<file path="src/rtl/dec_pkg.sv">
`default_nettype none

package dec_pkg;

    localparam int unsigned INST_LEN = 32;

    // instruction bits 6:2, RV32 base opcode map
    typedef enum logic [4:0] {
        OP_LOAD      = 5'b00000,
        OP_LOAD_FP   = 5'b00001,
        OP_CUST_0    = 5'b00010,
        OP_MISC_MEM  = 5'b00011,
        OP_OP_IMM    = 5'b00100,
        OP_AUIPC     = 5'b00101,
        OP_OP_IMM_32 = 5'b00110,
        OP_STORE     = 5'b01000,
        OP_STORE_FP  = 5'b01001,
        OP_CUST_1    = 5'b01010,
        OP_AMO       = 5'b01011,
        OP_OP        = 5'b01100,
        OP_LUI       = 5'b01101,
        OP_OP_32     = 5'b01110,
        OP_MADD      = 5'b10000,
        OP_MSUB      = 5'b10001,
        OP_NMSUB     = 5'b10010,
        OP_NMADD     = 5'b10011,
        OP_OP_FP     = 5'b10100,
        OP_CUST_2    = 5'b10110,
        OP_BRANCH    = 5'b11000,
        OP_JALR      = 5'b11001,
        OP_JAL       = 5'b11011,
        OP_SYSTEM    = 5'b11100,
        OP_CUST_3    = 5'b11110
    } opcode_e;

    typedef enum logic [3:0] {
        ALU_ADD  = 4'd0,
        ALU_SUB  = 4'd1,
        ALU_SLL  = 4'd2,
        ALU_SLT  = 4'd3,
        ALU_SLTU = 4'd4,
        ALU_XOR  = 4'd5,
        ALU_SRL  = 4'd6,
        ALU_SRA  = 4'd7,
        ALU_OR   = 4'd8,
        ALU_AND  = 4'd9
    } alu_op_e;

    typedef enum logic [2:0] {
        IMM_NONE = 3'd0,
        IMM_I    = 3'd1,
        IMM_S    = 3'd2,
        IMM_B    = 3'd3,
        IMM_U    = 3'd4,
        IMM_J    = 3'd5
    } imm_fmt_e;

    // load and store widths
    localparam logic [2:0] FUNCT3_LB   = 3'b000;
    localparam logic [2:0] FUNCT3_LH   = 3'b001;
    localparam logic [2:0] FUNCT3_LW   = 3'b010;
    localparam logic [2:0] FUNCT3_LBU  = 3'b100;
    localparam logic [2:0] FUNCT3_LHU  = 3'b101;
    localparam logic [2:0] FUNCT3_SB   = 3'b000;
    localparam logic [2:0] FUNCT3_SH   = 3'b001;
    localparam logic [2:0] FUNCT3_SW   = 3'b010;

    // branch conditions
    localparam logic [2:0] FUNCT3_BEQ  = 3'b000;
    localparam logic [2:0] FUNCT3_BNE  = 3'b001;
    localparam logic [2:0] FUNCT3_BLT  = 3'b100;
    localparam logic [2:0] FUNCT3_BGE  = 3'b101;
    localparam logic [2:0] FUNCT3_BLTU = 3'b110;
    localparam logic [2:0] FUNCT3_BGEU = 3'b111;

    // register and immediate ALU operations
    localparam logic [2:0] FUNCT3_ADD  = 3'b000;
    localparam logic [2:0] FUNCT3_SLL  = 3'b001;
    localparam logic [2:0] FUNCT3_SLT  = 3'b010;
    localparam logic [2:0] FUNCT3_SLTU = 3'b011;
    localparam logic [2:0] FUNCT3_XOR  = 3'b100;
    localparam logic [2:0] FUNCT3_SRL  = 3'b101;
    localparam logic [2:0] FUNCT3_OR   = 3'b110;
    localparam logic [2:0] FUNCT3_AND  = 3'b111;

    localparam logic [6:0] FUNCT7_BASE = 7'b0000000;
    // selects SUB and SRA
    localparam logic [6:0] FUNCT7_ALT  = 7'b0100000;

    typedef struct packed {
        alu_op_e alu_op;
        logic    rs1_zero_sel;
        logic    rs2_imm_sel;
        logic    pc_imm_sel;
        logic    pc_alu_sel;
        logic    branch;
        logic    branch_zcmp;
        logic    jump;
        logic    jump_alu;
        logic    mem_req;
        logic    mem_wr;
        logic    mem_cal_sel;
        logic    reg_wr;
    } ctrl_t;

    typedef struct packed {
        logic [6:0] funct7;
        logic [4:0] rs2;
        logic [4:0] rs1;
        logic [2:0] funct3;
        logic [4:0] rd;
        opcode_e    opcode;
        logic [1:0] low_bits;
    } inst_fields_t;

endpackage

`default_nettype wire

</file>
<file path="src/rtl/dec_stage_reg.sv">
`timescale 1ns/1ps
`default_nettype none

module dec_stage_reg #(
    parameter int XLEN = 32
) (
    input  logic              clk_i,
    input  logic              arst_n_i,
    input  logic              valid_i,
    input  dec_pkg::ctrl_t    ctrl_i,
    input  logic [XLEN-1:0]   imm_i,
    input  logic [XLEN/8-1:0] mem_byte_i,
    input  logic              mem_sign_ext_i,
    input  logic              op_ill_i,
    input  logic              width_ill_i,
    output logic              valid_o,
    output dec_pkg::ctrl_t    ctrl_o,
    output logic [XLEN-1:0]   imm_o,
    output logic [XLEN/8-1:0] mem_byte_o,
    output logic              mem_sign_ext_o,
    output logic              ill_o
);

    always_ff @(posedge clk_i or negedge arst_n_i) begin
        if (!arst_n_i) begin
            valid_o        <= 1'b0;
            ctrl_o         <= '0;
            imm_o          <= '0;
            mem_byte_o     <= '0;
            mem_sign_ext_o <= 1'b0;
            ill_o          <= 1'b0;
        end else if (valid_i) begin
            valid_o        <= 1'b1;
            ctrl_o         <= ctrl_i;
            imm_o          <= imm_i;
            mem_byte_o     <= mem_byte_i;
            mem_sign_ext_o <= mem_sign_ext_i;
            ill_o          <= op_ill_i | width_ill_i;
        end else begin
            // bubble, nothing leaks from a stale instruction
            valid_o        <= 1'b0;
            ctrl_o         <= '0;
            imm_o          <= '0;
            mem_byte_o     <= '0;
            mem_sign_ext_o <= 1'b0;
            ill_o          <= 1'b0;
        end
    end

endmodule

`default_nettype wire

</file>
<file path="src/rtl/dec_top.sv">
`timescale 1ns/1ps
`default_nettype none

module dec_top #(
    parameter int XLEN = 32
) (
    input  logic                         clk_i,
    input  logic                         arst_n_i,
    input  logic [dec_pkg::INST_LEN-1:0] inst_i,
    input  logic                         inst_valid_i,
    output logic                         dec_valid_o,
    output dec_pkg::ctrl_t               ctrl_o,
    output logic [XLEN-1:0]              imm_o,
    output logic [XLEN/8-1:0]            mem_byte_o,
    output logic                         mem_sign_ext_o,
    output logic                         ill_inst_o
);

    import dec_pkg::*;

    inst_fields_t      fields;
    ctrl_t             ctrl;
    imm_fmt_e          imm_fmt;
    logic              is_mem;
    logic              op_ill;
    logic [XLEN-1:0]   imm;
    logic [XLEN/8-1:0] mem_byte;
    logic              mem_sign_ext;
    logic              width_ill;

    assign fields = inst_fields_t'(inst_i);

    int_dec u_int_dec (
        .fields_i  (fields),
        .ctrl_o    (ctrl),
        .imm_fmt_o (imm_fmt),
        .is_mem_o  (is_mem),
        .op_ill_o  (op_ill)
    );

    imm_gen #(
        .XLEN (XLEN)
    ) u_imm_gen (
        .fields_i (fields),
        .fmt_i    (imm_fmt),
        .imm_o    (imm)
    );

    mem_dec #(
        .XLEN (XLEN)
    ) u_mem_dec (
        .funct3_i       (fields.funct3),
        .is_mem_i       (is_mem),
        .store_i        (ctrl.mem_wr),
        .mem_byte_o     (mem_byte),
        .mem_sign_ext_o (mem_sign_ext),
        .width_ill_o    (width_ill)
    );

    dec_stage_reg #(
        .XLEN (XLEN)
    ) u_dec_stage_reg (
        .clk_i          (clk_i),
        .arst_n_i       (arst_n_i),
        .valid_i        (inst_valid_i),
        .ctrl_i         (ctrl),
        .imm_i          (imm),
        .mem_byte_i     (mem_byte),
        .mem_sign_ext_i (mem_sign_ext),
        .op_ill_i       (op_ill),
        .width_ill_i    (width_ill),
        .valid_o        (dec_valid_o),
        .ctrl_o         (ctrl_o),
        .imm_o          (imm_o),
        .mem_byte_o     (mem_byte_o),
        .mem_sign_ext_o (mem_sign_ext_o),
        .ill_o          (ill_inst_o)
    );

endmodule

`default_nettype wire

</file>
<file path="src/rtl/imm_gen.sv">
`timescale 1ns/1ps
`default_nettype none

module imm_gen #(
    parameter int XLEN = 32
) (
    input  dec_pkg::inst_fields_t fields_i,
    input  dec_pkg::imm_fmt_e     fmt_i,
    output logic [XLEN-1:0]       imm_o
);

    import dec_pkg::*;

    logic [INST_LEN-1:0] raw;
    logic                sgn;

    assign raw = fields_i;
    assign sgn = raw[31];

    always_comb begin
        case (fmt_i)
            IMM_I: begin
                imm_o = {{(XLEN-11){sgn}}, raw[30:20]};
            end
            IMM_S: begin
                imm_o = {{(XLEN-11){sgn}}, raw[30:25], raw[11:7]};
            end
            // B and J offsets are in half-words
            IMM_B: begin
                imm_o = {{(XLEN-12){sgn}}, raw[7], raw[30:25], raw[11:8], 1'b0};
            end
            IMM_U: begin
                imm_o = {{(XLEN-31){sgn}}, raw[30:12], 12'b0};
            end
            IMM_J: begin
                imm_o = {{(XLEN-20){sgn}}, raw[19:12], raw[20], raw[30:21], 1'b0};
            end
            default: begin
                imm_o = '0;
            end
        endcase
    end

endmodule

`default_nettype wire

</file>
<file path="src/rtl/int_dec.sv">
`timescale 1ns/1ps
`default_nettype none

module int_dec (
    input  dec_pkg::inst_fields_t fields_i,
    output dec_pkg::ctrl_t        ctrl_o,
    output dec_pkg::imm_fmt_e     imm_fmt_o,
    output logic                  is_mem_o,
    output logic                  op_ill_o
);

    import dec_pkg::*;

    logic rd_nz;

    assign rd_nz = |fields_i.rd;

    // base ALU op shared by OP and OP-IMM
    function automatic alu_op_e alu_base(input logic [2:0] funct3);
        alu_op_e op;
        case (funct3)
            FUNCT3_ADD:  op = ALU_ADD;
            FUNCT3_SLL:  op = ALU_SLL;
            FUNCT3_SLT:  op = ALU_SLT;
            FUNCT3_SLTU: op = ALU_SLTU;
            FUNCT3_XOR:  op = ALU_XOR;
            FUNCT3_SRL:  op = ALU_SRL;
            FUNCT3_OR:   op = ALU_OR;
            default:     op = ALU_AND;
        endcase
        return op;
    endfunction

    always_comb begin
        ctrl_o    = '0;
        imm_fmt_o = IMM_NONE;
        is_mem_o  = 1'b0;
        op_ill_o  = (fields_i.low_bits != 2'b11);
        case (fields_i.opcode)
            OP_LOAD, OP_STORE: begin
                imm_fmt_o           = fields_i.opcode == OP_STORE ? IMM_S : IMM_I;
                is_mem_o            = 1'b1;
                ctrl_o.alu_op       = ALU_ADD;
                ctrl_o.rs1_zero_sel = 1'b1;
                ctrl_o.mem_req      = 1'b1;
                ctrl_o.mem_wr       = fields_i.opcode == OP_STORE;
                ctrl_o.mem_cal_sel  = fields_i.opcode == OP_LOAD;
                ctrl_o.reg_wr       = fields_i.opcode == OP_LOAD && rd_nz;
            end
            OP_OP_IMM: begin
                imm_fmt_o           = IMM_I;
                ctrl_o.alu_op       = alu_base(fields_i.funct3);
                ctrl_o.rs1_zero_sel = 1'b1;
                ctrl_o.reg_wr       = rd_nz;
                // only the shifts carry a funct7 field
                if (fields_i.funct3 == FUNCT3_SLL) begin
                    op_ill_o = op_ill_o | (fields_i.funct7 != FUNCT7_BASE);
                end else if (fields_i.funct3 == FUNCT3_SRL) begin
                    if (fields_i.funct7 == FUNCT7_ALT) begin
                        ctrl_o.alu_op = ALU_SRA;
                    end else if (fields_i.funct7 != FUNCT7_BASE) begin
                        op_ill_o = 1'b1;
                    end
                end
            end
            OP_OP: begin
                ctrl_o.alu_op       = alu_base(fields_i.funct3);
                ctrl_o.rs1_zero_sel = 1'b1;
                ctrl_o.rs2_imm_sel  = 1'b1;
                ctrl_o.reg_wr       = rd_nz;
                if (fields_i.funct7 == FUNCT7_ALT && fields_i.funct3 == FUNCT3_ADD) begin
                    ctrl_o.alu_op = ALU_SUB;
                end else if (fields_i.funct7 == FUNCT7_ALT && fields_i.funct3 == FUNCT3_SRL) begin
                    ctrl_o.alu_op = ALU_SRA;
                end else if (fields_i.funct7 != FUNCT7_BASE) begin
                    op_ill_o = 1'b1;
                end
            end
            OP_LUI: begin
                // zero plus immediate through the OR path
                imm_fmt_o     = IMM_U;
                ctrl_o.alu_op = ALU_OR;
                ctrl_o.reg_wr = rd_nz;
            end
            OP_AUIPC: begin
                imm_fmt_o           = IMM_U;
                ctrl_o.alu_op       = ALU_ADD;
                ctrl_o.rs1_zero_sel = 1'b1;
                ctrl_o.pc_imm_sel   = 1'b1;
                ctrl_o.pc_alu_sel   = 1'b1;
                ctrl_o.reg_wr       = rd_nz;
            end
            OP_JAL: begin
                imm_fmt_o           = IMM_J;
                ctrl_o.rs1_zero_sel = 1'b1;
                ctrl_o.rs2_imm_sel  = 1'b1;
                ctrl_o.pc_alu_sel   = 1'b1;
                ctrl_o.jump         = 1'b1;
                ctrl_o.reg_wr       = rd_nz;
            end
            OP_JALR: begin
                imm_fmt_o           = IMM_I;
                ctrl_o.alu_op       = ALU_ADD;
                ctrl_o.rs1_zero_sel = 1'b1;
                ctrl_o.pc_alu_sel   = 1'b1;
                ctrl_o.jump_alu     = 1'b1;
                ctrl_o.reg_wr       = rd_nz;
            end
            OP_BRANCH: begin
                imm_fmt_o           = IMM_B;
                ctrl_o.rs1_zero_sel = 1'b1;
                ctrl_o.rs2_imm_sel  = 1'b1;
                ctrl_o.branch       = 1'b1;
                // zcmp means taken when the compare result is zero
                case (fields_i.funct3)
                    FUNCT3_BEQ:  ctrl_o.alu_op = ALU_SUB;
                    FUNCT3_BNE:  ctrl_o.alu_op = ALU_SUB;
                    FUNCT3_BLT:  ctrl_o.alu_op = ALU_SLT;
                    FUNCT3_BGE:  ctrl_o.alu_op = ALU_SLT;
                    FUNCT3_BLTU: ctrl_o.alu_op = ALU_SLTU;
                    FUNCT3_BGEU: ctrl_o.alu_op = ALU_SLTU;
                    default:     op_ill_o      = 1'b1;
                endcase
                ctrl_o.branch_zcmp = fields_i.funct3 == FUNCT3_BEQ
                                   || fields_i.funct3 == FUNCT3_BGE
                                   || fields_i.funct3 == FUNCT3_BGEU;
            end
            // fence and system instructions are not supported
            OP_MISC_MEM, OP_SYSTEM: begin
                op_ill_o = 1'b1;
            end
            OP_LOAD_FP, OP_STORE_FP, OP_AMO, OP_OP_32, OP_OP_IMM_32,
            OP_MADD, OP_MSUB, OP_NMSUB, OP_NMADD, OP_OP_FP,
            OP_CUST_0, OP_CUST_1, OP_CUST_2, OP_CUST_3: begin
            end
            default: begin
                op_ill_o = 1'b1;
            end
        endcase
    end

endmodule

`default_nettype wire

</file>
<file path="src/rtl/mem_dec.sv">
`timescale 1ns/1ps
`default_nettype none

module mem_dec #(
    parameter int XLEN = 32
) (
    input  logic [2:0]        funct3_i,
    input  logic              is_mem_i,
    input  logic              store_i,
    output logic [XLEN/8-1:0] mem_byte_o,
    output logic              mem_sign_ext_o,
    output logic              width_ill_o
);

    import dec_pkg::*;

    localparam int BYTES = XLEN / 8;

    always_comb begin
        mem_byte_o     = '0;
        mem_sign_ext_o = 1'b0;
        width_ill_o    = 1'b0;
        if (is_mem_i && store_i) begin
            // unsigned widths have no store form
            case (funct3_i)
                FUNCT3_SB: mem_byte_o  = BYTES'(4'h1);
                FUNCT3_SH: mem_byte_o  = BYTES'(4'h3);
                FUNCT3_SW: mem_byte_o  = BYTES'(4'hf);
                default:   width_ill_o = 1'b1;
            endcase
        end else if (is_mem_i) begin
            case (funct3_i)
                FUNCT3_LB:  mem_byte_o  = BYTES'(4'h1);
                FUNCT3_LH:  mem_byte_o  = BYTES'(4'h3);
                FUNCT3_LW:  mem_byte_o  = BYTES'(4'hf);
                FUNCT3_LBU: mem_byte_o  = BYTES'(4'h1);
                FUNCT3_LHU: mem_byte_o  = BYTES'(4'h3);
                default:    width_ill_o = 1'b1;
            endcase
            mem_sign_ext_o = funct3_i == FUNCT3_LB || funct3_i == FUNCT3_LH
                          || funct3_i == FUNCT3_LW;
        end
    end

endmodule

`default_nettype wire

</file>
<file path="config.mk">
export PLATFORM = sky130hd
export DESIGN_NAME = dec_top
export DESIGN_NICKNAME = d
export VERILOG_FILES = /design/src/rtl/dec_pkg.sv /design/src/rtl/dec_stage_reg.sv /design/src/rtl/dec_top.sv /design/src/rtl/imm_gen.sv /design/src/rtl/int_dec.sv /design/src/rtl/mem_dec.sv
export SDC_FILE = /design/constraint.sdc
export NUM_CORES = 1
export LEC_CHECK = 0
export ABC_AREA = 1
export CORE_MARGIN = 8
export CORE_UTILIZATION = 30
export CTS_CLUSTER_SIZE = 14
export DETAILED_ROUTE_END_ITERATION = 12
export DONT_BUFFER_PORTS = 1
export GPL_ROUTABILITY_DRIVEN = 0
export PLACE_DENSITY = 0.46
export SYNTH_ARGS = -nofsm -noshare
export SYNTH_HDL_FRONTEND = slang
export SYNTH_SLANG_ARGS = --single-unit
</file>
<file path="constraint.sdc">
create_clock -name clk_i -period 0.8 [get_ports clk_i]
set_input_delay 0.12 -clock clk_i [delete_from_list [all_inputs] [get_ports clk_i]]
set_output_delay 0.12 -clock clk_i [all_outputs]
set_load 0.01 [all_outputs]
</file>
==> results_dict.tcl <==
set metrics [dict create \
    sequentialPowerShare_pct 55.3 \
    grt_pass1_wl_um 12090 \
    ios 90 \
    vias_per_cell 4.700 \
    grt.overflow.total 0 \
    cellLeakagePower_nw 1.660 \
    cp-end-kind "output port" \
    port_buffers 0 \
    synth_top_family_by_area "simple AND/OR/NAND/NOR gates" \
    initial_core_util_pct 30.44 \
    start_kind "register" \
    synth_nets 313 \
    clock.fmax_ghz 1.122 \
    dieWidth_um 106.6 \
    slew_viol_final 0 \
    synthAdderAreaFrac_pct 0 \
    routedWlPerCell_um 17.53 \
    cts_tree "built" \
    postRouteWirelength_um 8116 \
    dieArea_um2 11370 \
    synth-simple-area-share_pct 24.89 \
    ir_drop_mv 0.6356 \
    min_path_type "in -> async" \
    required_ps 680 \
    synth_mux_area_share_pct 0 \
    internal-power_mw 3.826 \
    antenna_found_initial 0 \
    cts_root_buf "clkbuf_8" \
    first_pass_iters 4 \
    ant_nets 0 \
    synth_compound_area_share_pct 13.36 \
    setup_ws_ps -91.24 \
    dr.first_iter.drc_count 77 \
    drc 0 \
    relSlewSlack_pct 77.71 \
    layout.nets 393 \
    hold_viol 54 \
    vias 2176 \
    clockBufferDepth 2 \
    ys_seq_area_share_pct 54.85 \
    powerDensity_nw_per_um2 1428 \
    clock-sinks 54 \
    worst_slew_pin_slew_ps 330.9 \
    die_h_um 106.6 \
    yosys_warnings 0 \
    worstPathArrival_ps 770 \
    setup_viol 75 \
    period_share_pct 111.4 \
    placementRows 33 \
    grt_pass1_vias 2245 \
    synth_area_um2 2464 \
    core_area_um2 8093 \
    yosys.area.top_type "dfrtp_1" \
    ys_seq_elements 54 \
    fin_setup_tns_ps -3242 \
    yosys-top-cells-area "dfrtp_1, nand2_1, nor2_1" \
    dp_hpwl_um 5779 \
    rsz0062_at_grt "yes" \
    switching_share_pct 26.79 \
    clockPowerShare_pct 28.9 \
    drive_above_1_share_pct 39.11 \
    area_delta_synth_final_pct 48.50 \
    synthCells 278 \
    hold_slack_ps -510.0 \
    violations "negative hold slack, negative setup slack" \
    p_switching_mw 1.400 \
    critPathKind "reg -> out" \
    globalRouteTotalUtil_pct 13.72 \
    synth_xor_xnor_area_share_pct 0 \
    cts_made_buffers 5 \
    clk_pin_slew_ps 100 \
    htreeDepth 2 \
    grt_max_degree 55 \
    syn_avg_cell_area_um2 8.862 \
    synth_top_area_share_pct 54.85 \
    pre_cts_ws_ps -359.7 \
    crit_fanout 2 \
    antenna_cells 0 \
    min_period_ps 891.2 \
    total_power_mw 5.226 \
    status "complete, but fails checks" \
    combPwrFrac_pct 15.7 \
    drv_cap 0 \
    ys_types 32 \
]
through the flow:
step                      cells  utilization (%)  area [µm²]
after floorplan             278                -        2527
after global placement      420            36.81        2979
after detailed placement    420            36.81        2979
after CTS                   450            40.80        3302
after global routing        463            45.21        3659
final                       463            45.21        3659
sequential cells by signal (all words and copies together), names as in the netlist:
name                            count
u_dec_stage_reg.imm_o              32
u_dec_stage_reg.ctrl_o             16
u_dec_stage_reg.mem_byte_o          3
u_dec_stage_reg.ill_o               1
u_dec_stage_reg.mem_sign_ext_o      1
u_dec_stage_reg.valid_o             1
what timing repair did:
item,CTS,global route
setup endpoints to repair,58,88
pin swaps,1,17
buffers inserted,0,5
hold buffers,23,6
resized for setup,3,48
gates cloned,0,2
endpoints found under the hold margin,75,63
cells by family (layout without fill, tap and decap cells):
logic type	Yosys count	count (layout)
AND/OR/NAND/NOR	134	135
flip-flops	54	54
AO/OA/AOI/OAI	51	51
buffers and inverters	39	118
metal layers:
metal,up-vias,global-route usage [%],wire (µm)
met5,-,0,0
met4,0,3.819,93
met3,7,4.559,573
met2,76,23.05,4100
met1,1034,16.36,3348
li1,1059,-,-
synthesized netlist by cell type (all sizes together):
cell    number
a211oi       2
a21boi       1
a21oi       40
a31oi        2
buf          7
clkbuf       3
dfrtp       54
inv         29
nand2       60
nand3       17
nand4        5
nor2        48
nor3         3
nor4         1
o21a         1
o21ai        4
o22ai        1
worst paths after layout:
kind / from / endpoint / cells after the start
setup / recovery: u_dec_stage_reg.mem_byte_o[2]$_DFF_PN0_ / mem_byte_o[2] / 0
max in group asynchronous: arst_n_i / u_dec_stage_reg.mem_byte_o[2]$_DFF_PN0_ / 0
min in group clk_i: inst_i[14] / u_dec_stage_reg.imm_o[14]$_DFF_PN0_ / 2
hold / removal: arst_n_i / u_dec_stage_reg.imm_o[25]$_DFF_PN0_ / 0
placed cells by master, fill, tap and decap left out, types with 5 or more instances in the layout:
master          n
nand2_1        52
nand3_1        10
dlygate4sd3_1  29
buf_4          45
a21oi_2        29
nor2_1         32
a21oi_1         8
nor2_2          8
buf_12          6
clkbuf_8        5
nor2_4          8
inv_1          21
nand3_2         6
dfrtp_1        53
inv_2           5
power groups by stage:
stage	Combinational, mW	Clock, mW	Sequential, mW
after detailed placement	0.564	0	2.95
after global routing	0.896	1.67	2.90
after global placement	0.561	0	2.95
after floorplan	0.369	0	2.93
after CTS	0.669	1.57	2.90
final	0.821	1.51	2.89
final cells by class:
type / instances / area (µm²)
fillers: 805 / 4434
flip-flops and latches: 54 / 1353
multi-input cells: 186 / 1189
repair buffers: 82 / 784.5
well taps: 105 / 131.4
inverters: 29 / 118.9
clock buffers: 5 / 68.82
clock inverters: 2 / 13.76
Power figures use the tool's default switching activity.
